==> config.mk <==
export PLATFORM = sky130hd
export DESIGN_NAME = bpu_btb
export DESIGN_NICKNAME = d
export VERILOG_FILES = /design/src/hdl/bpu_pkg.sv /design/src/hdl/bpu_btb.sv
export SDC_FILE = /design/constraint.sdc
export NUM_CORES = 2
export LEC_CHECK = 0
export ABC_AREA = 1
export BUFFER_PORTS_ARGS = -buffer_cell sky130_fd_sc_hd__buf_2
export CORE_MARGIN = 2
export CORE_UTILIZATION = 45
export DETAILED_ROUTE_END_ITERATION = 7
export PLACE_DENSITY = 0.63
export SYNTH_ARGS = -nofsm -noshare
export SYNTH_HDL_FRONTEND = slang
export SYNTH_SLANG_ARGS = --single-unit
==> constraint.sdc <==
create_clock -name clk -period 1.9 [get_ports clk]
set_input_delay 0.19 -clock clk [delete_from_list [all_inputs] [get_ports clk]]
set_output_delay 0.19 -clock clk [all_outputs]
set_load 0.03 [all_outputs]
==> src/hdl/bpu_pkg.sv <==
`default_nettype none

package bpu_pkg;

    // address and data widths
    typedef logic [31:0] vaddr_t;
    typedef logic [31:0] apb_data_t;
    typedef logic [7:0]  apb_addr_t;

    // table indexes and tags, cut from the fetch block address
    typedef logic [3:0]  ubtb_idx_t;   // pc[7:4]
    typedef logic [9:0]  ubtb_tag_t;   // pc[17:8]
    typedef logic [5:0]  btb_idx_t;    // pc[9:4]
    typedef logic [7:0]  btb_tag_t;    // pc[17:10]
    typedef logic [7:0]  bim_idx_t;    // pc[11:4]

    // two-bit saturating counter, taken at 2 or 3
    typedef logic [1:0]  ctr_t;

    // instruction slot of the branch inside its block
    typedef logic [1:0]  slot_off_t;

    typedef enum logic [1:0] {
        IDLE,
        SETUP,
        ACCESS
    } csr_state_t;

    localparam vaddr_t FETCH_BYTES = 32'd16;
    localparam vaddr_t RESET_PC    = 32'h0000_1000;

    localparam int UBTB_ENTRIES = 16;
    localparam int BTB_ENTRIES  = 64;
    localparam int BIM_ENTRIES  = 256;

    // weakly not-taken
    localparam ctr_t CTR_RESET = 2'd1;
    localparam ctr_t CTR_MIN   = 2'd0;
    localparam ctr_t CTR_MAX   = 2'd3;

    // register offsets
    localparam apb_addr_t CSR_CTRL      = 8'h00;
    localparam apb_addr_t CSR_START_PC  = 8'h04;
    localparam apb_addr_t CSR_PRED_CNT  = 8'h08;
    localparam apb_addr_t CSR_REDIR_CNT = 8'h0C;

endpackage

`default_nettype wire

==> src/hdl/bpu_btb.sv <==
`default_nettype none
`timescale 1ns/1ps

module bpu_btb (
    input  wire                 clk,
    input  wire                 rst,

    input  bpu_pkg::vaddr_t     lookup_pc_i,
    output logic                hit_o,
    output bpu_pkg::slot_off_t  slot_o,
    output logic                cond_o,
    output bpu_pkg::vaddr_t     target_o,

    input  wire                 upd_en_i,
    input  bpu_pkg::vaddr_t     upd_pc_i,
    input  bpu_pkg::slot_off_t  upd_slot_i,
    input  wire                 upd_cond_i,
    input  bpu_pkg::vaddr_t     upd_target_i
);
    import bpu_pkg::*;

    logic [BTB_ENTRIES-1:0] valid_q;
    btb_tag_t               tag_q    [BTB_ENTRIES];
    slot_off_t              slot_q   [BTB_ENTRIES];
    logic [BTB_ENTRIES-1:0] cond_q;
    vaddr_t                 target_q [BTB_ENTRIES];

    btb_idx_t lookup_idx;
    btb_tag_t lookup_tag;
    btb_idx_t upd_idx;

    assign lookup_idx = lookup_pc_i[9:4];
    assign lookup_tag = lookup_pc_i[17:10];
    assign upd_idx    = upd_pc_i[9:4];

    // registered read, tag compare included
    always_ff @(posedge clk or posedge rst) begin
        if (rst) begin
            hit_o <= 1'b0;
        end else begin
            hit_o <= valid_q[lookup_idx] && (tag_q[lookup_idx] == lookup_tag);
        end
    end

    always_ff @(posedge clk) begin
        slot_o   <= slot_q[lookup_idx];
        cond_o   <= cond_q[lookup_idx];
        target_o <= target_q[lookup_idx];
    end

    always_ff @(posedge clk or posedge rst) begin
        if (rst) begin
            valid_q <= '0;
        end else if (upd_en_i) begin
            valid_q[upd_idx] <= 1'b1;
        end
    end

    // last writer wins, no replacement policy
    always_ff @(posedge clk) begin
        if (upd_en_i) begin
            tag_q[upd_idx]    <= upd_pc_i[17:10];
            slot_q[upd_idx]   <= upd_slot_i;
            cond_q[upd_idx]   <= upd_cond_i;
            target_q[upd_idx] <= upd_target_i;
        end
    end

endmodule

`default_nettype wire

Yosys cells after proc, flatten, opt, wreduce, memory -nomap -nowiden

Memory sizes are Yosys's and may differ from the RTL's. A register that Yosys moved wholly into a read port is not among the register bits.
Index checks and enable logic that the tools add are counted.

RAM bits: 2688
Flip-flop bits (word level): 130
Output and inout bits: 36
Word-level logic and storage cells: 23
Memories: 3

Memories:

| name     | depth | bits a word | read ports | clocked after memory_dff | wr ports | RTL line      | RTL |
|---|---|---|---|---|---|---|---|
| target_q | 64    | 32          | 1          | 1                        | 1        | bpu_btb.sv:26 | `vaddr_t target_q [BTB_ENTRIES];` |
| tag_q    | 64    | 8           | 1          | 0                        | 1        | bpu_btb.sv:23 | `btb_tag_t tag_q [BTB_ENTRIES];` |
| slot_q   | 64    | 2           | 1          | 1                        | 1        | bpu_btb.sv:24 | `slot_off_t slot_q [BTB_ENTRIES];` |

Reductions and logical operators: 2
Magnitude comparators: 3
Equality and inequality tests: 1
Muxes and demuxes: 9
Bitwise gates (word level): 1

Operators with widths:

| operator                                                    | count |
|---|---|
| bitwise mux 64 bit                                          | 1 |
| bitwise OR 64 bit                                           | 1 |
| less-than comparator 6 x 7 -> 1 bit (second input constant) | 2 |
| binary-select mux 1 bit (select 6 bit)                      | 2 |
| == test 8 bit                                               | 1 |
| demux 1 bit (select 6 bit)                                  | 1 |
| >= comparator 6 x 1 -> 1 bit (second input constant)        | 1 |
| two-way mux 1 bit                                           | 5 |
| logical AND 1 bit                                           | 2 |

Logic depth before layout (Yosys ltp)

Depth after elaboration: 5
Mapped depth: 18
Depth with buffers taken out: 14

Worst setup path before layout

No wires, ideal clock.

Path kind: input to register
From: in upd_en_i
To: reg cond_q[24] (enable)
Stages on the path: 3
Data arrival time: 2640 ps
Path buffers: 1
Data required time: 1456 ps
Path slack: -1184 ps
Library setup time: 444 ps
Cell sequence: clkbuf_1 nand4_1 nor2_1

RTL lines:

| element                        | RTL line      | RTL |
|---|---|---|
| start: declaration             | bpu_btb.sv:14 | `input wire upd_en_i,` |
| end signal: indexed assignment | bpu_btb.sv:64 | `cond_q[upd_idx] <= upd_cond_i;` |
| end: declaration               | bpu_btb.sv:25 | `logic [BTB_ENTRIES-1:0] cond_q;` |

Worst setup path after layout

From: in upd_pc_i[7]
To: reg valid_q[20]

Longest elaborated chain between the ends: 5

RTL lines:

| element                                                                                                   | RTL line      | RTL |
|---|---|---|
| start: declaration                                                                                        | bpu_btb.sv:15 | `input bpu_pkg::vaddr_t upd_pc_i,` |
| less-than comparator 6 x 7 -> 1 bit (not written as such) or >= comparator 6 x 1 -> 1 bit (tied branches) | bpu_btb.sv:55 | `valid_q[upd_idx] <= 1'b1;` |
| logical AND 1 bit (not written as such)                                                                   | bpu_btb.sv:55 |  |
| two-way mux 1 bit (not written as such)                                                                   | bpu_btb.sv:55 |  |
| demux 1 bit (select 6 bit) (*)                                                                            | bpu_btb.sv:55 |  |
| bitwise OR 64 bit (no source line) (*)                                                                    | --            |  |
| end signal: assignment                                                                                    | bpu_btb.sv:53 | `valid_q <= '0;` |
| end signal: indexed assignment                                                                            | bpu_btb.sv:55 |  |
| end: declaration                                                                                          | bpu_btb.sv:22 | `logic [BTB_ENTRIES-1:0] valid_q;` |

Mark *: on every way between the ends. The rest lies on a longest branch, timed or not.
A chain may end at the register's enable or synchronous reset.

==> results.json <==
{
  "ir_drop_mv": 1.05,
  "globalRouteOverflowTotal": 0,
  "power_density_nw_per_um2": 1010,
  "crit_buf_inv": 6,
  "synth-main-ff-cell": "edfxtp_1",
  "tns_ps": -4.32,
  "clock-root-buffer": "clkbuf_16",
  "syn_to_final_growth_pct": 19.9,
  "place.gp.congestion": 0.884,
  "cts_sinks": 2852,
  "outcome": "finished, violations left",
  "portBuffers": 101,
  "slowest_stage": "dlygate4sd3_1",
  "grt_start_max_net_pins": 75,
  "first_iter_violations": 11700,
  "synth_top_area_cell": "edfxtp_1",
  "antenna_found_initial": 27,
  "period_share_pct": 100,
  "syn_inst": 8527,
  "die_x_um": 502,
  "synth_seq_area_share_pct": 76.2,
  "worst_path_dominant_cell_family": "buffers and inverters",
  "drive_gt1_share_pct": 15.1,
  "grt_pass1_vias": 72400,
  "finalHoldViolCount": 0,
  "crit_arrival_ps": 2740,
  "critPathKind": "in2reg",
  "core_um2": 246000,
  "post-place-ws_ps": -625,
  "synth.most_common_cell": "edfxtp_1",
  "post_cts_buffers": 0,
  "synth_nets": 8629,
  "fin_crit_ps": 1900,
  "initial_core_util_pct": 45.3,
  "slowest_delay_ps": 690,
  "min_path_type": "in2reg",
  "synth_common_cells": "edfxtp_1, nor2_1, o21ai_0",
  "ant_nets": 0,
  "netlist_area_um2": 112000,
  "start_kind": "input pin",
  "yosysTopAreaCellShare_pct": 74.1,
  "dr.pass1.iters": 8,
  "insertion_delay_ps": 960,
  "route.detailed.drc": 0,
  "routedWlPerCell_um": 28.7,
  "slew_headroom_pct": 47.6,
  "h-tree-depth": 5,
  "grt_usage_pct": 28.4,
  "setup_slack_ps": -4.32,
  "setup_viol": 1,
  "pin_count": 138,
  "nets": 9251,
  "holdWs_ps": 201,
  "path_max_fanout": 9,
  "rows": 182,
  "cts_tree": "built",
  "worst_pin_slew_ps": 786,
  "dieArea_um2": 252000,
  "synth-async-reset-ratio_pct": 2.28,
  "leakage_nw": 44.6,
  "finalClockSkew_ps": 67.7,
  "path_clk_slew_ps": 60,
  "drt-total-wl_mm": 364,
  "fmaxAchievable_mhz": 525,
  "grt_pass1_wl_mm": 517,
  "ys.warnings.count": 0,
  "dp_hpwl_mm": 217,
  "slew_viol_final": 0,
  "failed_checks": "setup timing",
  "synth_edf_count": 2752,
  "cts_made_buffers": 302,
  "die_h_um": 502,
  "avgSynthCellArea_um2": 13.1,
  "critPathRequiredTime_ps": 2740,
  "cp_common_cell": "dlygate4sd3_1",
  "end_kind": "flop",
  "cts_buffer_depth": 4,
  "ys_ff_latch": 2852,
  "via_per_inst": 6.07,
  "drv_cap": 0,
  "rsz0062_at_grt": "yes",
  "synth.area.top_cells": "edfxtp_1, o21ai_0, nor2_1, o22ai_1, nand3_1",
  "crit_path_cell_trace": "dlygate4sd3_1 > buf_2 > inv_1 > nand3_1 > buf_6 > dlygate4sd3_1 > o21ai_0 > dlygate4sd3_1",
  "vias": 77000,
  "synth.distinct_cells": 30
}
-- routing by layer --
metal,part of all wire [%],vias up,GRT usage [%]
li1,-,32900,-
met1,39,38300,39.4
met2,46,4892,44.0
met3,11,813,5.38
met4,4.4,10,12.0
met5,0.018,-,0
-- power breakdown --
| group | total (mW) | internal [mW] | switching, mW | leakage (nW) |
|---|---|---|---|---|
| clock network | 56.1 | 32.2 | 23.8 | 4.53 |
| logic | 9.44 | 3.23 | 6.21 | 14.2 |
| registers | 70.0 | 69.7 | 0.367 | 25.9 |
-- what timing repair did --
| action | CTS | global route |
|---|---|---|
| setup endpoints to repair | 13 | 4 |
| hold buffers | 70 | 0 |
| hold endpoints to repair | 2826 | 0 |
| gates resized for setup | 17 | 12 |
-- kinds of logic (layout without fill, tap and decap cells) --
logic type	Yosys count	in the layout	share of synthesized area (%)
DFF	2852	2852	76.2
and+or+nand+nor	2837	2837	10.4
AOI/OAI and AO/OA	2189	2189	10.7
buffers and inverters	647	1487	2.76
xor gates and xnor gates	2	2	0.0157
other	0	9	0
-- worst paths after layout --
path	startpoint	endpoint	slack, ps	cells after the start
setup / recovery	upd_pc_i[7]	valid_q[20]$_DFFE_PP0P_	-4	8
hold / removal	lookup_pc_i[10]	hit_o$_DFF_PP0_	200	7
setup reg to reg	target_q[38][19]$_DFFE_PP_	target_o[19]$_DFF_P_	80	7
hold reg to reg	valid_q[39]$_DFFE_PP0P_	valid_q[39]$_DFFE_PP0P_	470	1
max in group asynchronous	rst	valid_q[18]$_DFFE_PP0P_	1010	5
min in group asynchronous	rst	valid_q[43]$_DFFE_PP0P_	280	4
-- registers in the layout (all words and copies together), names as in the netlist --
signal / cells
target_q: 2048
tag_q: 512
slot_q: 128
cond_q: 64
valid_q: 64
target_o: 32
slot_o: 2
cond_o: 1
hit_o: 1
-- worst reg2reg max path: stages, from the launching register on --
cell           delay, ps
edfxtp_1             380
o21ai_1              140
o22ai_1               90
o21ai_0              160
o22ai_1              130
o21ai_1              140
dlygate4sd3_1        570
o22ai_1               70
-- cell type report --
class | instances | area [um^2]
tap | 3312 | 4140
inverter | 33 | 161
clock inverter | 133 | 1120
fill | 19600 | 112000
multi-input combinational | 5028 | 23900
timing repair buffer | 932 | 11300
antenna | 9 | 22.5
clock buffer | 389 | 8070
sequential | 2852 | 85000
-- per-stage QoR --
| step | utilization, % | std cells | power (mW) | instance area (um^2) |
|---|---|---|---|---|
| 6_report | 54.3 | 12700 | 136 | 134000 |
| 3_5_place_dp | 50.3 | 12100 | 80.5 | 124000 |
| 5_1_grt | 54.3 | 12700 | 139 | 134000 |
| 3_3_place_gp | 50.3 | 12100 | 80.3 | 124000 |
| 2_1_floorplan | - | 8527 | 75.8 | 112000 |
| 4_1_cts | 54.3 | 12700 | 136 | 134000 |
-- cells in the final DEF (no fill, tap or decap), types with 63 or more instances in the layout --
| cell | Yosys | final |
|---|---|---|
| dfrtp_1 | 65 | 65 |
| nor2_1 | 1451 | 1387 |
| nand2_1 | 732 | 732 |
| o21ai_0 | 1280 | 1275 |
| nor2_4 | 0 | 64 |
| edfxtp_1 | 2752 | 2752 |
| buf_4 | 42 | 425 |
| dlygate4sd3_1 | 0 | 68 |
| o21ai_1 | 126 | 131 |
| nand3_1 | 563 | 563 |
| buf_12 | 0 | 340 |
| o22ai_1 | 697 | 697 |
| buf_2 | 184 | 90 |
| clkbuf_16 | 0 | 306 |
| clkbuf_1 | 326 | 73 |
| a21oi_1 | 63 | 63 |
Note: power is estimated with default switching activity, not from simulation.
