--- src/hdl/bpu_pkg.sv ---
`default_nettype none

package bpu_pkg;

    // address and data widths
    typedef logic [31:0] vaddr_t;
    typedef logic [31:0] apb_data_t;
    typedef logic [7:0]  apb_addr_t;

    // table indexes and tags, cut from the fetch block address
    typedef logic [3:0]  ubtb_idx_t;   // pc[7:4]
    typedef logic [9:0]  ubtb_tag_t;   // pc[17:8]
    typedef logic [5:0]  btb_idx_t;    // pc[9:4]
    typedef logic [7:0]  btb_tag_t;    // pc[17:10]
    typedef logic [7:0]  bim_idx_t;    // pc[11:4]

    // two-bit saturating counter, taken at 2 or 3
    typedef logic [1:0]  ctr_t;

    // instruction slot of the branch inside its block
    typedef logic [1:0]  slot_off_t;

    typedef enum logic [1:0] {
        IDLE,
        SETUP,
        ACCESS
    } csr_state_t;

    localparam vaddr_t FETCH_BYTES = 32'd16;
    localparam vaddr_t RESET_PC    = 32'h0000_1000;

    localparam int UBTB_ENTRIES = 16;
    localparam int BTB_ENTRIES  = 64;
    localparam int BIM_ENTRIES  = 256;

    // weakly not-taken
    localparam ctr_t CTR_RESET = 2'd1;
    localparam ctr_t CTR_MIN   = 2'd0;
    localparam ctr_t CTR_MAX   = 2'd3;

    // register offsets
    localparam apb_addr_t CSR_CTRL      = 8'h00;
    localparam apb_addr_t CSR_START_PC  = 8'h04;
    localparam apb_addr_t CSR_PRED_CNT  = 8'h08;
    localparam apb_addr_t CSR_REDIR_CNT = 8'h0C;

endpackage

`default_nettype wire

--- src/hdl/bpu_ubtb.sv ---
`default_nettype none
`timescale 1ns/1ps

module bpu_ubtb (
    input  wire              clk,
    input  wire              rst,

    input  bpu_pkg::vaddr_t  lookup_pc_i,
    output logic             hit_o,
    output bpu_pkg::vaddr_t  target_o,

    input  wire              upd_en_i,
    input  bpu_pkg::vaddr_t  upd_pc_i,
    input  bpu_pkg::vaddr_t  upd_target_i
);
    import bpu_pkg::*;

    logic [UBTB_ENTRIES-1:0] valid_q;
    ubtb_tag_t               tag_q    [UBTB_ENTRIES];
    vaddr_t                  target_q [UBTB_ENTRIES];

    ubtb_idx_t lookup_idx;
    ubtb_tag_t lookup_tag;
    ubtb_idx_t upd_idx;
    ubtb_tag_t upd_tag;

    assign lookup_idx = lookup_pc_i[7:4];
    assign lookup_tag = lookup_pc_i[17:8];
    assign upd_idx    = upd_pc_i[7:4];
    assign upd_tag    = upd_pc_i[17:8];

    // read in the same cycle, stage 1 depends on it
    assign hit_o    = valid_q[lookup_idx] && (tag_q[lookup_idx] == lookup_tag);
    assign target_o = target_q[lookup_idx];

    always_ff @(posedge clk or posedge rst) begin
        if (rst) begin
            valid_q <= '0;
        end else if (upd_en_i) begin
            valid_q[upd_idx] <= 1'b1;
        end
    end

    always_ff @(posedge clk) begin
        if (upd_en_i) begin
            tag_q[upd_idx]    <= upd_tag;
            target_q[upd_idx] <= upd_target_i;
        end
    end

    // the pc register is reset, so stage 1 never sees an unknown hit
    a_hit_known: assert property (
        @(posedge clk) disable iff (rst)
        !$isunknown(hit_o)
    ) else $error("ubtb hit is unknown");

endmodule

`default_nettype wire

--- config.mk ---
export PLATFORM = sky130hd
export DESIGN_NAME = bpu_ubtb
export DESIGN_NICKNAME = d
export VERILOG_FILES = /design/src/hdl/bpu_pkg.sv /design/src/hdl/bpu_ubtb.sv
export SDC_FILE = /design/constraint.sdc
export NUM_CORES = 1
export LEC_CHECK = 0
export BUFFER_PORTS_ARGS = -buffer_cell sky130_fd_sc_hd__buf_2
export CAP_MARGIN = 40
export CORE_MARGIN = 2
export CORE_UTILIZATION = 40
export DETAILED_ROUTE_END_ITERATION = 7
export GPL_TIMING_DRIVEN = 1
export PLACE_DENSITY = 0.59
export SYNTH_ARGS = -nofsm -noshare
export SYNTH_HDL_FRONTEND = slang
export SYNTH_SLANG_ARGS = --single-unit
--- constraint.sdc ---
create_clock -name clk -period 7.9 [get_ports clk]
set_input_delay 1.58 -clock clk [delete_from_list [all_inputs] [get_ports clk]]
set_output_delay 1.58 -clock clk [all_outputs]
set_load 0.005 [all_outputs]
* After elaboration in Yosys (flattened, before gate mapping)
Memories as Yosys holds them, arrays and structs flattened.
Cells that the tools add are included.
** Word-level totals
- Register bits after elaboration :: 16
- Memory bits (writable) :: 672
- Output and inout port bits :: 33
- Word-level logic and storage cells :: 16
- Memories :: 2
** Cells by class
- Order comparisons :: 3
- Equality and inequality tests :: 1
- Multiplexer cells :: 6
- Bitwise logic cells :: 1
- Reductions and logical operators :: 2
** Memories
- target_q :: depth 16, width 32, read ports 1, clocked after Yosys merged registers in 0, wr ports 1, line bpu_ubtb.sv:20 : vaddr_t target_q [UBTB_ENTRIES];
- tag_q :: depth 16, width 10, read ports 1, clocked after Yosys merged registers in 0, wr ports 1, line bpu_ubtb.sv:19 : ubtb_tag_t tag_q [UBTB_ENTRIES];
** Operator list (count)
- $or 16x16->16 :: 1
- $eq 10x10->1 :: 1
- $lt 4x5->1 const B :: 2
- $bmux 1 s4 :: 1
- $demux 1 s4 :: 1
- $ge 4x1->1 const B :: 1
- $mux 1 :: 4
- $logic_and 1x1->1 :: 2

* Logic depth before layout (Yosys ltp)
Gate-level depths: netlist of run 1.
- Depth after elaboration :: 5
- Depth in mapped cells :: 10
- Depth with buffers taken out :: 6

* Worst setup path after synthesis of run 1
OpenSTA, ideal clock, no wires.
- Path type :: input port to flip-flop
- From :: in upd_pc_i[6]
- To :: reg valid_q[0]
- Library setup time :: 89 ps
- Arrival time :: 6403 ps
- Data required time :: 7811 ps
- Slack :: 1408 ps
- Stages on the path :: 3
- Path buffers :: 1
- Cell sequence :: clkbuf_1 nor4_1 or2_2
** Between the ends
- Word-level cells in the longest chain between the ends :: 5
- Elaborated cells between the ends (all ways) :: 6
- Classes of those cells :: order compare: 2; mux: 2; bitwise: 1; reduce/logical: 1
** RTL lines
- start, declared :: line bpu_ubtb.sv:13 : input bpu_pkg::vaddr_t upd_pc_i,
- $lt 4x5->1 (not written as such) or $ge 4x1->1 (tied branches) :: line bpu_ubtb.sv:40 : valid_q[upd_idx] <= 1'b1;
- $logic_and 1x1->1 (not written as such) :: line bpu_ubtb.sv:40
- $mux 1 (not written as such) :: line bpu_ubtb.sv:40
- $demux 1 s4 * :: line bpu_ubtb.sv:40
- $or 16x16->16 (no line) *
- end signal, assigned :: line bpu_ubtb.sv:38 : valid_q <= '0;
- end signal, assigned by index :: line bpu_ubtb.sv:40
- end, declared :: line bpu_ubtb.sv:18 : logic [UBTB_ENTRIES-1:0] valid_q;
Mark *: on every way between the ends. The rest lies on a longest branch, timed or not.
A chain may end at the register's enable or synchronous reset.

* Final worst setup path of run 1
- From :: in lookup_pc_i[5]
- To :: out hit_o
** Between the ends
- Word-level cells in the longest chain between the ends :: 3
- Elaborated cells between the ends (all ways) :: 5
- Classes of those cells :: eq/ne: 1; mux: 2; reduce/logical: 1; memory: 1
** RTL lines
- start, declared :: line bpu_ubtb.sv:8 : input bpu_pkg::vaddr_t lookup_pc_i,
- $mem_v2 16x10 or $bmux 1 s4 (tied branches)
- $eq 10x10->1 or $mux 1 (tied branches) :: line bpu_ubtb.sv:33 : assign hit_o = valid_q[lookup_idx] && (tag_q[lookup_idx] == lookup_tag);
- $logic_and 1x1->1 * :: line bpu_ubtb.sv:33
- end, declared :: line bpu_ubtb.sv:9 : output logic hit_o,
Mark *: on every way between the ends. The rest lies on a longest branch, timed or not. The select of a mux whose other input is x is not followed.

==> results of run 1 <==
-- logic make-up (layout without fill, tap and decap cells) --
group	count (synthesis)	count (layout)	share of synthesized area [%]
multiplexers	226	226	18.3
flip-flops	688	688	78.5
XOR/XNOR	21	21	0.702
buffers and inverters	56	255	1.03
AO/OA/AOI/OAI	12	12	0.320
other	0	4	0
AND/OR/NAND/NOR	56	56	1.16
-- final cells by class --
type / instances / share of cell area [%]
sequential: 688 / 67.8
antenna: 4 / 0.0330
clock buffer: 91 / 6.37
inverter: 3 / 0.0412
multi-input combinational: 315 / 18.0
tap: 855 / 3.52
clock inverter: 25 / 0.705
timing repair buffer: 136 / 3.53
-- worst max path at each step --
stage | slack [ps] | depth (start not counted) | end | from
after global placement | 1900 | 8 | hit_o | lookup_pc_i[4]
after detailed placement | 1940 | 7 | hit_o | lookup_pc_i[4]
after global routing | 1760 | 8 | hit_o | lookup_pc_i[4]
after floorplan | 1410 | 3 | valid_q[0] | upd_pc_i[6]
final | 2010 | 8 | hit_o | lookup_pc_i[5]
after CTS | 1940 | 7 | hit_o | lookup_pc_i[4]
-- metrics by stage --
step                      instance area, um2  power, mW  cells
after floorplan                        26200       4.44   1059
after global placement                 27800       4.60   1983
after detailed placement               28200       4.62   1997
after CTS                              30300       7.76   2113
after global routing                   30300       7.93   2114
final                                  30400       7.66   2117
-- placed cells by master, fill, tap and decap left out, types with 7 or more instances in the layout --
cell type    n
dfrtp_1     16
mux2i_1     24
edfxtp_1   672
clkinv_1    11
buf_16      11
buf_4       27
xor2_1      10
buf_2       92
clkbuf_16   73
clkinv_2    10
clkbuf_1    14
xnor2_1     11
mux4_2     202
nand2_1      7
nor3_2       8
or2_2       16
-- sequential cells by signal, summed over array words and instances, names as in the netlist --
signal and flops:
tag_q 160, target_q 512, valid_q 16
-- power groups by stage --
stage,clock (mW),sequential (mW),combinational (mW)
floorplan,0,4.19,0.256
global placement,0,4.19,0.416
detailed placement,0,4.19,0.431
CTS,3.21,4.11,0.432
global route,3.35,4.12,0.455
finish,3.13,4.11,0.420
-- worst max-delay path: stages --
cell and delay, ps:
buf_6 590, buf_4 590, mux2i_1 320, xor2_1 170, o22ai_1 110, a211o_1 310
nor4_2 340, buf_2 190
-- layer usage --
metal | up-vias | wire length (um)
met3 | 67 | 2720
met2 | 275 | 29700
met4 | 10 | 893
met5 | - | 66
li1 | 4875 | -
met1 | 6335 | 24300
==> flow_summary_export.csv, run 1 <==
group,metric,value,unit
run_status,status,"finished clean",
sta,hold_viol_final,0,
power_and_ir_drop,power.leakage,9.59,nW
clock_tree,cts_buffers,69,
critical_path,worstPathRequired,6320,ps
power_and_ir_drop,p_switching,1.53,mW
sta,setup_ws,2010,ps
yosys,ys_seq_area_share,78.5,%
layout,fin_util,47.0,%
clock_tree,clockRootBuffer,"clkbuf_16",
min_path,min_path_cells,1,
global_route,grt_remaining_overflow,0,
yosys,synth-edff-count,672,
clock_tree,cts_buffer_depth,3,
global_route,grtUsageMet2,29.6,%
global_route,met1_usage,23.3,%
global_route,grt_pass1_vias,12400,
floorplanning,die_h,260,um
sta,fmax,170,MHz
clock_tree,cts_resized,0,
layout,register_area,0.0206,mm2
global_route,grt_pass1_wl,84.6,mm
global_route,grt_max_degree,86,
place,gp_congestion,0.697,
clock_tree,postCtsSetupBuffers,0,
global_route,met3_usage,3.32,%
yosys,async_reset_ff_share,2.33,%
sta,finalSetupViolCount,0,
floorplanning,die_w,260,um
place,dp_slack,1940,ps
clock_tree,path_clk_slew,60,ps
critical_path,crit_arrival,4310,ps
yosys,synth_cell_types,37,
route,first_pass_iters,5,
critical_path,startpoint_type,"input port",
floorplanning,core,0.0646,mm2
clock_tree,hold_buffers,0,
power_and_ir_drop,seqPwrFrac,53.7,%
route,antenna_left,0,
yosys,yosysWarnings,0,
yosys,netlist.area_leader.share,77.0,%
sta,period_share,74.6,%
layout,drive_gt1_share,36.8,%
sta,max_slew_margin,30.6,%
global_route,busiest_layer,"met2",
route,via_per_inst,5.46,
yosys,synthCells,1059,
power_and_ir_drop,internal_power,6.13,mW
power_and_ir_drop,pwr-share-clk,40.8,%
min_path,hp-start,"valid_q[10]",
critical_path,path_class,"input port to primary output",
power_and_ir_drop,combPwrFrac,5.5,%
global_route,track_usage,17.5,%
route,vias,11600,
global_route,antenna_found_initial,7,
sta,fin_tns_setup,0,ps
yosys,syn_area,0.0262,mm2
power_and_ir_drop,p_per_area,252,mW/mm2
yosys,synth-main-ff-cell,"edfxtp_1",
route,drtIter0Drc,924,
critical_path,r2r-start,"valid_q[8]",
sta,worst_pin_slew,1040,ps
min_path,hold_path_end,"valid_q[10]",
clock_tree,cts.sinks,688,
sta,clock_skew,0,ps
min_path,min_path_type,"flop to flop",
yosys,ys_seq_elements,688,
layout,nets,1312,
route,wl_per_cell,27.3,um
clock_tree,cts_tree,"built",
floorplanning,rows,93,
floorplanning,initial_utilization,40.6,%
critical_path,rr_endpoint,"valid_q[8]",
sta,rsz0062_at_grt,"false",
layout,multi_input_area,0.00546,mm2
run,drv_cap,0,
route,wl,57.7,mm
critical_path,path_max_fanout,71,
power_and_ir_drop,p_sw_share,20.0,%
critical_path,r2r_setup_slack,7110,ps
power_and_ir_drop,ir_drop,0.146,mV
critical_path,worstRegToRegCells,1,
place,hpwl,29.5,mm
floorplanning,dieArea,0.0676,mm2
sta,hold_slack,467,ps
place,io_buffers,95,
layout,area_growth_syn_to_layout,15.8,%
route,drc_errors,0,
clock_tree,cts_max_level,3,
sta,drv_slew,0,
layout,fillCellCount,5234,
floorplanning,ioPinCount,132,
yosys,synth_nets,1158,
yosys,yosysMostFrequentCell,"edfxtp_1",
clock_tree,clk_latency,580,ps
sta,period_minus_slack,5890,ps
yosys,synth_largest_area_cell,"edfxtp_1",
yosys,synth.avg_cell_area,24.7,um2
critical_path,cp-end-kind,"primary output",
yosys,synth_common_cells,"672 x edfxtp_1, 202 x mux4_2, 24 x mux2i_1, 23 x clkbuf_1, 20 x buf_2",
yosys,synth_area_leaders,"edfxtp_1 77%, mux4_2 17%, dfrtp_1 1.5%",
No activity file was read; power rests on OpenSTA's default activity.
==> inputs of run 2 (changes only) <==
==> constraint.sdc (replaced) <==
create_clock -name clk -period 5.64 [get_ports clk]
set_input_delay 1.128 -clock clk [delete_from_list [all_inputs] [get_ports clk]]
set_output_delay 1.128 -clock clk [all_outputs]
set_load 0.005 [all_outputs]
==> run 2 against run 1 <==
  * Cell count is 0.71% higher
  * Highest routed layer unchanged
  * Worst hold slack got worse by 2.9 ps
  * Global-route usage shrank 0.17 points
  * Largest cell class unchanged
  * Critical endpoint unchanged
==> flow_summary_export.csv, run 2 (synthesis gave the netlist of run 1 again) <==
group,metric,value,unit
run_status,status,"finished clean",
place,gp_congestion,0.679,
power_and_ir_drop,p_total,10.9,mW
power_and_ir_drop,ir_drop,0.255,mV
global_route,antenna_found_initial,7,
sta,max_slew_margin,46.4,%
route,vias,11600,
layout,final_common_cell,"edfxtp_1",
floorplanning,rows,93,
layout,reg_top3,"target_q (512), tag_q (160), valid_q (16)",
floorplanning,die_h,260,um
layout,fillCellCount,5254,
layout,top_register,"target_q",
global_route,grt_pass1_vias,12500,
critical_path,worstRegToRegCells,1,
place,io_buffers,95,
place,dp_slack,785,ps
power_and_ir_drop,combPwrFrac,5.4,%
layout,area_growth_syn_to_layout,15.7,%
layout,nets,1318,
global_route,grt_pass1_wl,84.4,mm
clock_tree,cts_max_level,3,
place,hpwl,31.0,mm
clock_tree,hold_buffers,0,
global_route,grt_max_degree,80,
sta,fmax,209,MHz
clock_tree,cts_resized,0,
power_and_ir_drop,power.leakage,9.61,nW
route,wl,57.1,mm
sta,period_share,84.8,%
route,wl_per_cell,26.8,um
clock_tree,cts_buffer_depth,3,
critical_path,path_class,"input port to primary output",
power_and_ir_drop,p_sw_share,20.5,%
min_path,min_path_cells,1,
power_and_ir_drop,pwr-share-clk,41.6,%
route,drtIter0Drc,882,
critical_path,worstPathRequired,4510,ps
critical_path,startpoint_type,"input port",
route,antenna_left,0,
route,via_per_inst,5.43,
global_route,grt_remaining_overflow,0,
power_and_ir_drop,p_switching,2.23,mW
clock_tree,clockRootBuffer,"clkbuf_16",
run,drv_cap,0,
min_path,min_path_type,"flop to flop",
layout,fin_util,46.9,%
route,first_pass_iters,4,
clock_tree,cts_buffers,72,
power_and_ir_drop,internal_power,8.64,mW
global_route,track_usage,17.4,%
sta,period_minus_slack,4780,ps
critical_path,cp-end-kind,"primary output",
layout,largest_register_ffs,512,
layout,layout_common_cells,"672 x edfxtp_1, 202 x mux4_2, 92 x buf_2",
route,drc_errors,0,
floorplanning,die_w,260,um
sta,hold_viol_final,0,
layout,drive_gt1_share,36.8,%
power_and_ir_drop,p_per_area,359,mW/mm2
floorplanning,dieArea,0.0676,mm2
critical_path,critPathSlowestCell,"buf_4",
critical_path,path_max_fanout,45,
floorplanning,ioPinCount,132,
clock_tree,cts.sinks,688,
critical_path,crit_arrival,3660,ps
clock_tree,postCtsSetupBuffers,0,
clock_tree,cts_tree,"built",
sta,setup_ws,856,ps
sta,finalSetupViolCount,0,
critical_path,slowest_delay,590,ps
clock_tree,path_clk_slew,60,ps
clock_tree,clk_latency,580,ps
sta,worst_pin_slew,803,ps
sta,rsz0062_at_grt,"false",
power_and_ir_drop,seqPwrFrac,53.0,%
sta,drv_slew,0,
floorplanning,core,0.0646,mm2
sta,clock_skew,0,ps
critical_path,crit_path_cell_trace,"buf_4, buf_4, mux4_2, mux2i_1, mux2i_1, xnor2_1, o2111ai_1, nor4_2, buf_2",
floorplanning,initial_utilization,40.6,%
[run 2: cell count changes in the layout (fill, tap and decap cells not counted), sizes merged]
cell	previous run	this run
clkinv	21	25
inv	2	4
clkbuf	91	101
clkinvlp	1	0
bufinv	4	3
diode	4	2
buf	136	139
[run 2: routing by layer]
metal  part of all wire (%)  up-vias  global-route usage, %
met4                    2.0        6                   5.01
met2                     51      302                   29.1
met3                    4.8       90                   2.94
met5                  0.051        -                      0
li1                       -     4897                      -
met1                     42     6285                   23.4
[run 2: cell type report]
| class | instances | area (um2) | share of cell area (%) |
|---|---|---|---|
| Multi-Input combinational cell | 315 | 5460 | 18.0 |
| Timing Repair Buffer | 139 | 955 | 3.15 |
| Inverter | 3 | 12.5 | 0.0413 |
| Tap cell | 855 | 1070 | 3.53 |
| Sequential cell | 688 | 20600 | 67.9 |
| Clock buffer | 101 | 2020 | 6.65 |
| Antenna cell | 2 | 5.00 | 0.0165 |
| Clock inverter | 29 | 216 | 0.714 |
[run 2: power by group through the flow]
stage / clock, mW / sequential (mW) / combinational [mW]
after floorplan: 0 / 5.87 / 0.359
after global placement: 0 / 5.86 / 0.587
after detailed placement: 0 / 5.87 / 0.602
after CTS: 4.62 / 5.76 / 0.603
after global routing: 4.82 / 5.77 / 0.634
final: 4.52 / 5.76 / 0.584
[run 2: final timing paths]
kind	startpoint	end	slack, ps
setup / recovery	lookup_pc_i[6]	hit_o	860
hold / removal	valid_q[15]	valid_q[15]	460
setup reg to reg	valid_q[7]	valid_q[7]	4840
min in group asynchronous	rst	valid_q[2]	650
hold reg to reg	valid_q[15]	valid_q[15]	460
max in group asynchronous	rst	valid_q[3]	4570
[run 2: worst max-delay path: cells and delay by family]
| kind | cells | cell delay, ps |
|---|---|---|
| AOI/OAI and AO/OA | 1 | 220 |
| xor gates and xnor gates | 1 | 230 |
| buffers and inverters | 3 | 1150 |
| muxes | 3 | 600 |
| and+or+nand+nor | 1 | 300 |
[run 2: through the flow]
stage	cells	cell area (um2)	hold slack, ps	TNS, ps
final	2132	30300	464	0
after global routing	2130	30300	479	0
after CTS	2130	30300	464	0
after detailed placement	2000	28100	450	0
after global placement	1994	27900	445	0
after floorplan	1059	26200	434	-32950
