===== src/hdl/bpu_pkg.sv =====
`default_nettype none

package bpu_pkg;

    // address and data widths
    typedef logic [31:0] vaddr_t;
    typedef logic [31:0] apb_data_t;
    typedef logic [7:0]  apb_addr_t;

    // table indexes and tags, cut from the fetch block address
    typedef logic [3:0]  ubtb_idx_t;   // pc[7:4]
    typedef logic [9:0]  ubtb_tag_t;   // pc[17:8]
    typedef logic [5:0]  btb_idx_t;    // pc[9:4]
    typedef logic [7:0]  btb_tag_t;    // pc[17:10]
    typedef logic [7:0]  bim_idx_t;    // pc[11:4]

    // two-bit saturating counter, taken at 2 or 3
    typedef logic [1:0]  ctr_t;

    // instruction slot of the branch inside its block
    typedef logic [1:0]  slot_off_t;

    typedef enum logic [1:0] {
        IDLE,
        SETUP,
        ACCESS
    } csr_state_t;

    localparam vaddr_t FETCH_BYTES = 32'd16;
    localparam vaddr_t RESET_PC    = 32'h0000_1000;

    localparam int UBTB_ENTRIES = 16;
    localparam int BTB_ENTRIES  = 64;
    localparam int BIM_ENTRIES  = 256;

    // weakly not-taken
    localparam ctr_t CTR_RESET = 2'd1;
    localparam ctr_t CTR_MIN   = 2'd0;
    localparam ctr_t CTR_MAX   = 2'd3;

    // register offsets
    localparam apb_addr_t CSR_CTRL      = 8'h00;
    localparam apb_addr_t CSR_START_PC  = 8'h04;
    localparam apb_addr_t CSR_PRED_CNT  = 8'h08;
    localparam apb_addr_t CSR_REDIR_CNT = 8'h0C;

endpackage

`default_nettype wire


===== src/hdl/bpu_csr.sv =====
`default_nettype none
`timescale 1ns/1ps

module bpu_csr (
    input  wire                 clk,
    input  wire                 rst,

    input  wire                 psel_i,
    input  wire                 penable_i,
    input  wire                 pwrite_i,
    input  bpu_pkg::apb_addr_t  paddr_i,
    input  bpu_pkg::apb_data_t  pwdata_i,
    output bpu_pkg::apb_data_t  prdata_o,
    output logic                pready_o,
    output logic                pslverr_o,

    output logic                enable_o,
    output logic                restart_o,
    output bpu_pkg::vaddr_t     restart_pc_o,

    input  wire                 pred_evt_i,
    input  wire                 override_evt_i
);
    import bpu_pkg::*;

    csr_state_t state_q;
    csr_state_t state_d;
    logic       access;
    logic       wr_en;
    apb_data_t  pred_cnt_q;
    apb_data_t  redir_cnt_q;

    // phase of the current cycle, state_q holds the previous one
    always_comb begin
        if (!psel_i) begin
            state_d = IDLE;
        end else if (penable_i && state_q == SETUP) begin
            state_d = ACCESS;
        end else begin
            state_d = SETUP;
        end
    end

    always_ff @(posedge clk or posedge rst) begin
        if (rst) begin
            state_q <= IDLE;
        end else begin
            state_q <= state_d;
        end
    end

    assign access   = state_d == ACCESS;
    assign wr_en    = access && pwrite_i && !pslverr_o;
    assign pready_o = access;

    always_comb begin
        prdata_o  = '0;
        pslverr_o = 1'b0;
        if (access) begin
            case (paddr_i)
                CSR_CTRL:      prdata_o = {31'd0, enable_o};
                CSR_START_PC:  prdata_o = restart_pc_o;
                CSR_PRED_CNT: begin
                    prdata_o  = pred_cnt_q;
                    pslverr_o = pwrite_i;
                end
                CSR_REDIR_CNT: begin
                    prdata_o  = redir_cnt_q;
                    pslverr_o = pwrite_i;
                end
                default:       pslverr_o = 1'b1;
            endcase
        end
    end

    always_ff @(posedge clk or posedge rst) begin
        if (rst) begin
            enable_o     <= 1'b0;
            restart_o    <= 1'b0;
            restart_pc_o <= RESET_PC;
        end else begin
            restart_o <= wr_en && paddr_i == CSR_START_PC;
            if (wr_en && paddr_i == CSR_CTRL) begin
                enable_o <= pwdata_i[0];
            end
            if (wr_en && paddr_i == CSR_START_PC) begin
                restart_pc_o <= pwdata_i;
            end
        end
    end

    // event counters wrap
    always_ff @(posedge clk or posedge rst) begin
        if (rst) begin
            pred_cnt_q  <= '0;
            redir_cnt_q <= '0;
        end else begin
            if (pred_evt_i) begin
                pred_cnt_q <= pred_cnt_q + 32'd1;
            end
            if (override_evt_i) begin
                redir_cnt_q <= redir_cnt_q + 32'd1;
            end
        end
    end

    a_setup_first: assert property (
        @(posedge clk) disable iff (rst)
        psel_i && penable_i |-> state_q == SETUP
    ) else $error("apb access phase without setup phase");

endmodule

`default_nettype wire


===== config.mk =====
export PLATFORM = sky130hd
export DESIGN_NAME = bpu_csr
export DESIGN_NICKNAME = d
export VERILOG_FILES = /design/src/hdl/bpu_pkg.sv /design/src/hdl/bpu_csr.sv
export SDC_FILE = /design/constraint.sdc
export NUM_CORES = 1
export LEC_CHECK = 0
export BUFFER_PORTS_ARGS = -buffer_cell sky130_fd_sc_hd__buf_4
export CAP_MARGIN = 20
export CORE_MARGIN = 3
export CORE_UTILIZATION = 35
export DETAILED_ROUTE_END_ITERATION = 6
export GPL_TIMING_DRIVEN = 0
export PLACE_DENSITY = 0.61
export SETUP_SLACK_MARGIN = 0.3
export SYNTH_ARGS = -nofsm -noshare
export SYNTH_HDL_FRONTEND = slang
export SYNTH_SLANG_ARGS = --single-unit
export TNS_END_PERCENT = 50

===== constraint.sdc =====
create_clock -name clk -period 4.5 [get_ports clk]
set_input_delay 0.675 -clock clk [delete_from_list [all_inputs] [get_ports clk]]
set_output_delay 0.675 -clock clk [all_outputs]
set_load 0.005 [all_outputs]

# [After elaboration in Yosys (flattened, before gate mapping)]
# Index checks and enable logic that the tools add are counted.
[totals] latch_bits=0 reg_bits=100 memories=0 rom_bits=0 out_inout_bits=68 ramBits=0 wordCells=28 inputBits=47
[op_classes] shift=0 order_cmp=0 n_reduce_logical=9 eq_ne=5 muxes=6 mul=0 n_div=0 addsub=2 bitwise_logic=0
[ops] cell="one-hot mux 32 bit (4 select lines)" count=1
[ops] cell="adder 32 x 1 -> 32 bit (second input constant)" count=2
[ops] cell="two-way mux 32 bit" count=1
[ops] cell="equality test 8 x 4 -> 1 bit (second input constant)" count=2
[ops] cell="equality test 8 x 3 -> 1 bit (second input constant)" count=1
[ops] cell="logical NOT 8 bit" count=1
[ops] cell="logical AND 1 bit" count=5
[ops] cell="two-way mux 2 bit" count=2
[ops] cell="OR reduction 2 bit" count=2
[ops] cell="equality test 2 x 1 -> 1 bit (second input constant)" count=1
[ops] cell="equality test 2 bit (second input constant)" count=1
[ops] cell="one-hot mux 1 bit (2 select lines)" count=1
[ops] cell="logical NOT 1 bit" count=1
[ops] cell="two-way mux 1 bit" count=1

# [Depth between registers and ports, before layout]
# Gate-level depths: netlist of the first run.
[depth] ltp_word=9 mapped_depth=7 ltp_nobuf=5

# [Worst setup path after synthesis of the first run]
# No wires, ideal clock.
[synth_path] kind="in2out" startpoint="in paddr_i[2]" endpoint="out prdata_o[10]" t_required_ns=3.825 t_arrival_ns=1.874 setup_slack_ns=1.951 stages=5 path_buffers=2 cell_sequence="clkbuf_1 -> clkbuf_1 -> mux2_2 -> a22oi_1 -> nor2_1"
[synth_between] elab_chain_cells=3 elab_cells_between_ends=6 cone_classes="eq/ne (3); mux (2); reduce/logical (1)"
[synth_lines] item="start, declared" line="bpu_csr.sv:11" text="input bpu_pkg::apb_addr_t paddr_i,"
[synth_lines] item="equality test 8 x 4 -> 1 bit, or another cell as far along" line="bpu_csr.sv:60" text="case (paddr_i)"
[synth_lines] item="one-hot mux 32 bit (4 select lines) (*)" line="bpu_csr.sv:60"
[synth_lines] item="two-way mux 32 bit (*)" line="bpu_csr.sv:59" text="if (access) begin"
[synth_lines] item="end, declared" line="bpu_csr.sv:13" text="output bpu_pkg::apb_data_t prdata_o,"
# Mark *: on every way between the ends. The rest lies on a longest branch, timed or not.

# [Worst setup path after layout of the first run]
[layout_path] startpoint="in paddr_i[2]" endpoint="out prdata_o[21]"
# The elaborated chain is that of the path after synthesis.

==> results of run 1 <==
-- power breakdown --
part	internal, µW	switching (µW)	leakage, µW
registers	963	91.5	0.00136
logic	129	114	0.00168
clock network	400	341	0.000133
total	1490	547	0.00317
-- worst paths after layout --
kind / from / end / depth (start not counted)
setup reg to reg: redir_cnt_q[2]$_DFFE_PP0P_ / redir_cnt_q[31]$_DFFE_PP0P_ / 5
hold / removal: rst / restart_pc_o[10]$_DFFE_PP0P_ / 2
min in group clk: state_q[0]$_DFF_PP0_ / state_q[0]$_DFF_PP0_ / 1
max in group asynchronous: rst / restart_pc_o[12]$_DFFE_PP1P_ / 3
hold reg to reg: state_q[0]$_DFF_PP0_ / state_q[0]$_DFF_PP0_ / 1
setup / recovery: paddr_i[2] / prdata_o[21] / 6
-- sequential cells by signal (all words and copies together), names as in the netlist --
signal / count
enable_o: 1
pred_cnt_q: 32
redir_cnt_q: 32
restart_o: 1
restart_pc_o: 32
state_q: 2
-- cell type report --
cell class | instances | area share, %
Timing Repair Buffer | 113 | 13.3
Inverter | 5 | 0.326
Tap cell | 180 | 3.45
Buffer | 24 | 1.88
Clock buffer | 11 | 3.87
Sequential cell | 100 | 38.4
Multi-Input combinational cell | 307 | 38.4
Clock inverter | 4 | 0.383
-- worst max-delay path: cells and delay by family --
| family | cells | cell delay [ns] |
|---|---|---|
| compound gates | 1 | 0.15 |
| buf+inv | 3 | 1.11 |
| mux | 1 | 0.41 |
| simple gates | 1 | 0.08 |
-- cells by family after synthesis --
group                      count (synthesis)
xor gates and xnor gates                  62
AOI/OAI and AO/OA                         33
muxes                                     66
DFF                                      100
buffers and inverters                     29
adders and majority gates                  2
and+or+nand+nor                          144
-- per-stage QoR --
stage | setup slack [ns] | utilization, % | total power [µW] | instances
6_report | 1.39 | 46.1 | 2040 | 744
5_1_grt | 1.26 | 46.1 | 2140 | 744
4_1_cts | 1.36 | 46.1 | 2070 | 744
3_5_place_dp | 1.38 | 44.2 | 1320 | 729
3_3_place_gp | -0.119 | 43.9 | 1300 | 728
2_1_floorplan | 1.21 | - | 1220 | 436
-- layer usage --
metal	GRT usage [%]	up-vias
met5	0	-
met4	4.16	0
met3	4.10	9
met2	24.7	93
met1	23.4	1910
li1	-	1798
-- cells in the final DEF (no fill, tap or decap), drive strengths merged, types with 6 or more instances in the layout --
cell and n:
and4 10, buf 121, mux2 65, nand4 22, and2 6, and3 13
a22oi 31, dfrtp 99, nand2 17, nand3 24, xnor2 45, xor2 17
nor2 38, clkbuf 27
==> summary.md, run 1 <==
| Metric | Value |
|---|---|
| Status | `finished clean` |
| Number of synthesis warnings | `0` |
| Placed inst area | `approximately 0.0062 mm²` |
| Mux cell area share after synthesis | `16.8%` |
| Via count | `3810` |
| Critical path's slowest cell | `clkbuf_1` |
| CTS Sinks | `100` |
| Dominant cell type by area after synthesis | `dfrtp_1` |
| Remaining DRCs | `0` |
| All-layer global routing usage | `16.3%` |
| Reg area | `0.00250 mm²` |
| FFs w/ async S/R, synth | `100%` |
| Pin count of the biggest net entering global routing | `between 60 and 70` |
| Post-CTS Setup Repair Bufs | `0` |
| Post-synth EDFFs | `0` |
| Hold Buf Count CTS | `0` |
| Compound-gate portion of the synthesized area | `4.74%` |
| Sequential fraction of the synthesis area | `48.6%` |
| Net Count, Synth | `485` |
| Ys flop type | `dfrtp_1` |
| Cell with the most instances after synthesis | `dfrtp_1` |
| Fill cell count | `about 1300` |
| Post-CTS sizing | `0` |
| Ant. Diodes | `0` |
| I/O Pins | `115` |
| CTS tree | `done` |
| Highest Signal Layer | `met4` |
| Worst VDD drop | `0.000226 V` |
| Hold WC Path Type | `in2async` |
| DR WL met3 | `758 µm` |
| GP Congestion | `0.779` |
| Worst slew pin tran | `0.830 ns` |
| Post-Layout Inst Area | `0.00653 mm²` |
| Post-synth cell types | `35` |
| Top post-synthesis cells by count | `dfrtp_1, xnor2_1, nor2_1` |
| Post-route ant nets | `0` |
| Final Max Slew Viols | `0` |
| Mean Syn Cell Area | `approximately 12 µm²` |
| Share of layout cells above drive strength 1 | `35.8%` |
| Max FO, Critical Path | `10` |
| Leak pwr | `0.00317 µW` |
| Clock latency on the worst-skew pair | `0.35 ns` |
| Layout net count | `between 600 and 700` |
| Synth Area in Adders | `0.486%` |
| Largest family of logic cells by synthesized area | `multiplexers` |
| Worst path max stage delay | `slightly above 0.5 ns` |
| Total routed wirelength | `12700 µm` |
| WL per Instance | `17.1 µm` |
| Post-Syn Instances | `around 440` |
| First-pass GRT wire length | `20900 µm` |
| First drt pass iteration count | `5` |
| Main area contributors after synthesis | `dfrtp_1, mux2_4, xnor2_1, mux2_2, a22oi_1` |
| Mapped cell area | `0.00515 mm²` |
| DR iter-0 viols | `171` |
| Clock skew | `0.00863 ns` |
| Met1 wire length | `5940 µm` |
| Vias in the first global route | `roughly 4000` |
| Setup violators final | `0` |
| RSZ-0062 raised after global routing | `false` |
| Rel. slew slack | `44.4%` |
| Worst setup path class | `in2out` |
| Final number of hold-violating endpoints | `0` |
| Die area | `about 0.016 mm²` |
| Multi-input logic area | `roughly 0.0025 mm²` |
| CTS Buf Count | `9` |
| Crit path launch type | `primary input` |
| Worst EP required | `3.83 ns` |
| Setup_tns | `0 ns` |
| CP endpoint kind | `output port` |
| Hold Worst Slack | `0.371 ns` |
| Most Frequent Cell on Critical Path | `clkbuf_1` |
| Period Utilization, post-route | `69.2%` |
| Rows | `43` |
| Initial antenna violation count | `0` |
| Minimum clock period | `3.11 ns` |
| P&R area growth vs syn | `26.7%` |
| Core ar. | `between 0.01 and 0.015 mm²` |
| Met2 Wirelength | `5880 µm` |
| Die height | `127 µm` |
| Share of the synthesized area in the top cell type | `48.1%` |
| Clock Tree Root | `clkbuf_16` |
| # port buffers | `112` |
| FMAX | `roughly 320 MHz` |
| Pwr per Cell Area | `312 mW/mm²` |
| H-tree levels | `3` |
| CP Data Arrival Time | `2.44 ns` |
| Crit-path cells | `clkbuf_1 > clkbuf_1 > mux2_2 > a22oi_1 > nor2_1 > buf_4` |
| Flops & latches, synth | `100` |
| Gr ovfl total | `0` |
| Bufs on Longest Clock Path | `2` |
| Worst-path clk slew | `about 0.07 ns` |
| XOR/XNOR Fraction of Synth Area | `a little over a tenth` |
| Post-Synth Simple-Gate Area | `between 15 and 20%` |
| Placed wire-length estimate | `9360 µm` |
| Number of max-cap violations | `0` |
| Number of vias per cell | `5.12` |
| Initial Util | `~36%` |
| Reg2reg setup slack | `2.44 ns` |
| Die width | `127 µm` |
No activity file was read; power rests on OpenSTA's default activity.
==> run 2, diff against run 1 <==
- ABC_AREA: unset -> 1
- PLACE_DENSITY: 0.61 -> 0.62
- clock period: 4.5 -> 2.7 ns (I/O delays scaled with it)
==> summary.md, run 2 <==
| Metric | Value |
|---|---|
| Status | `finished clean` |
| Crit path launch type | `primary input` |
| Synth Area in Adders | `0.456% (-0.029 points)` |
| P&R area growth vs syn | `28.7%` |
| Seq pwr share | `49.0% (-2.7 points)` |
| Hold WC Path Type | `in2async` |
| Vias in the first global route | `5056 (+30%)` |
| Ant. Diodes | `0 (unchanged)` |
| Sequential fraction of the synthesis area | `45.7% (-2.9 points)` |
| Number of synthesis warnings | `0 (unchanged)` |
| Hold Buf Count CTS | `0 (unchanged)` |
| Bufs on Longest Clock Path | `2 (unchanged)` |
| Worst slew pin tran | `0.365 ns (-0.465 ns)` |
| All-layer global routing usage | `19.7% (+3.4 points)` |
| I/O Pins | `115 (unchanged)` |
| CTS Sinks | `100 (unchanged)` |
| Fill cell count | `1556 (+17%)` |
| Mean Syn Cell Area | `7.44 µm² (-37%)` |
| First-pass GRT wire length | `26900 µm (+29%)` |
| Post-route ant nets | `0 (unchanged)` |
| Final Max Slew Viols | `0 (unchanged)` |
| Die area | `0.0172 mm² (+6.1%)` |
| Placed Cells | `1064 (+46%)` |
| Worst EP required | `2.30 ns (-1.53 ns)` |
| Post-synth cell types | `31 (-11%)` |
| Setup violators final | `0 (unchanged)` |
| Mux cell area share after synthesis | `0% (-17 points)` |
| Post-Synth Simple-Gate Area | `33.9% (+18 points)` |
| Layout net count | `915 (+50%)` |
| Die height | `131 µm (+3.0%)` |
| Cell with the most instances after synthesis | `nand2_1` |
| Initial Util | `35.9% (-0.47 points)` |
| Worst VDD drop | `0.000309 V (+37%)` |
| Clock power share | `38.3% (+1.9 points)` |
| CP Data Arrival Time | `1.84 ns (-0.60 ns)` |
| Critical path's slowest cell | `clkbuf_4` |
| XOR/XNOR Fraction of Synth Area | `8.30% (-2.2 points)` |
| Final number of hold-violating endpoints | `0 (unchanged)` |
| CTS tree | `done` |
| Worst setup path class | `in2out` |
| Crit-path cells | `buf_4 > nor2_2 > nand3_1 > nor2_4 > buf_4 > clkbuf_4 > nand2_1 > a31oi_2 > buf_4` |
| Mapped cell area | `0.00548 mm² (+6.4%)` |
| Pin count of the biggest net entering global routing | `41 (-34%)` |
| Number of vias per cell | `4.77 (-6.9%)` |
| # port buffers | `113 (+0.89%)` |
| GP Congestion | `0.858 (+10%)` |
| Top Registers | `pred_cnt_q (32), redir_cnt_q (32), restart_pc_o (32)` |
| Rows | `45 (+4.7%)` |
| Post-synth EDFFs | `0 (unchanged)` |
| Pint | `2650 µW (+78%)` |
| Ys flop type | `dfrtp_1` |
| Number of max-cap violations | `0 (unchanged)` |
| RSZ-0062 raised after global routing | `false` |
| Gr ovfl total | `0 (unchanged)` |
| H-tree levels | `3 (unchanged)` |
| Net Count, Synth | `786 (+62%)` |
| Max FO, Critical Path | `10 (unchanged)` |
| Most Frequent Cell on Critical Path | `buf_4` |
| Worst path max stage delay | `0.23 ns (-0.28 ns)` |
| First drt pass iteration count | `5 (unchanged)` |
| Setup_tns | `0 ns (unchanged)` |
| Share of layout cells above drive strength 1 | `21.7% (-14 points)` |
| Main area contributors after synthesis | `dfrtp_1, nand2_1, xor2_1, inv_1, nor2_1` |
| FFs w/ async S/R, synth | `100% (unchanged)` |
| Flops & latches, synth | `100 (unchanged)` |
| Share of the synthesized area in the top cell type | `45.2% (-2.9 points)` |
| Top post-synthesis cells by count | `nand2_1, dfrtp_1, inv_1` |
| Minimum clock period | `2.25 ns` |
| Highest-count cells in the layout ignoring fill and taps | `nand2_1, buf_4, dfrtp_1` |
| Period Utilization, post-route | `83.3%` |
| Pwr per Cell Area | `521 mW/mm² (+67%)` |
| Leading cell type in the layout, fill and taps excluded | `nand2_1` |
| Comb pwr share | `12.7% (+0.8 points)` |
| CTS Buf Count | `9 (unchanged)` |
| Switching share of power | `27.8% (+1.0 points)` |
| Worst-path clk slew | `0.06 ns (about the same)` |
| Core ar. | `0.0153 mm² (+7.8%)` |
| DR iter-0 viols | `376 (+120%)` |
| Remaining DRCs | `0 (unchanged)` |
| Rel. slew slack | `75.5% (+31 points)` |
| Non-Filler Instances | `1082 (+45%)` |
| Via count | `5161 (+35%)` |
| Leak pwr | `0.00357 µW (+13%)` |
| Psw | `1020 µW (+87%)` |
| Placed wire-length estimate | `13100 µm (+40%)` |
| Clock skew | `0.00667 ns (-0.00196 ns)` |
| WL per Instance | `15.4 µm (-9.8%)` |
| Total routed wirelength | `16700 µm (+31%)` |
| CP endpoint kind | `output port` |
| Die width | `131 µm (+3.0%)` |
| FMAX | `445 MHz` |
| Clock latency on the worst-skew pair | `0.35 ns (about the same)` |
| Largest family of logic cells by synthesized area | `simple AND/OR/NAND/NOR gates` |
| Compound-gate portion of the synthesized area | `4.81% (+0.079 points)` |
| Post-Syn Instances | `737 (+69%)` |
| Clock Tree Root | `clkbuf_16` |
| Initial antenna violation count | `0 (unchanged)` |
| Dominant cell type by area after synthesis | `dfrtp_1` |
==> run 2: cell count changes after synthesis, moves of 16 or more <==
cell and change:
a22oi_1 -31, nor2_1 +16, mux2_2 -27, mux2_4 -29, a31oi_1 +27, nand2_1 +294, xnor2_1 -31, xor2_1 +21
inv_1 +65
==> run 2: worst paths after layout <==
check | startpoint | endpoint | slack (ns) | cells past startpoint
max | paddr_i[1] | prdata_o[14] | 0.45 | 9
min | rst | redir_cnt_q[26]$_DFFE_PP0P_ | 0.14 | 3
max reg2reg | pred_cnt_q[0]$_DFFE_PP0P_ | pred_cnt_q[24]$_DFFE_PP0P_ | 0.88 | 8
min reg2reg | state_q[0]$_DFF_PP0_ | state_q[0]$_DFF_PP0_ | 0.48 | 1
max in group asynchronous | rst | pred_cnt_q[6]$_DFFE_PP0P_ | 2.17 | 4
min in group clk | pwdata_i[14] | restart_pc_o[14]$_DFFE_PP0P_ | 0.24 | 3
==> run 2: kinds of logic after synthesis <==
logic type / after synthesis
AOI/OAI and AO/OA: 43
xor gates and xnor gates: 52
adders and majority gates: 2
buffers and inverters: 94
DFF: 100
and+or+nand+nor: 446
==> run 2: area by class of cell <==
type                       count  area (µm²)  area share (%)
multi-input combinational    543        2650            37.5
sequential                   100        2500            35.5
timing repair buffer         118         931            13.2
inverter                      74         282            3.99
tap                          211         264            3.74
clock buffer                  11         243            3.44
buffer                        20         111            1.58
clock inverter                 5        75.1            1.06
==> run 2: timing repair <==
item / CTS / global route
pin swaps: 0 / 1
resized for setup: 2 / 20
setup endpoints to repair: 11 / 30
buffers inserted: 0 / 2
==> run 2: layer usage <==
metal | GRT usage [%] | part of all wire, %
met2 | 32.9 | 49
met5 | 0 | 0
met4 | 6.30 | 3.0
met1 | 25.6 | 44
met3 | 4.17 | 3.9
==> run 2: critical path, delay by kind of cell <==
family	cells	cell delay, ns
compound gates	1	0.20
buf+inv	4	0.70
simple gates	4	0.53
==> run 2: power by group through the flow <==
stage / Clock [µW] / Combinational [µW] / Sequential [µW]
after floorplan: 0 / 322 / 1770
after global placement: 0 / 443 / 1820
after detailed placement: 0 / 465 / 1820
after CTS: 1430 / 465 / 1800
after global routing: 1500 / 534 / 1820
final: 1410 / 465 / 1800
==> run 2: per-stage QoR <==
step           power, µW  setup slack (ns)  hold slack (ns)  cell area (µm²)  utilization [%]
2_1_floorplan       2090             0.936            0.437             5490                -
6_report            3670             0.451            0.136             7060             46.3
5_1_grt             3860             0.315            0.153             7060             46.3
4_1_cts             3690             0.303            0.144             6990             45.8
3_3_place_gp        2270             0.205            0.458             6600             43.3
3_5_place_dp        2290             0.209            0.460             6670             43.7
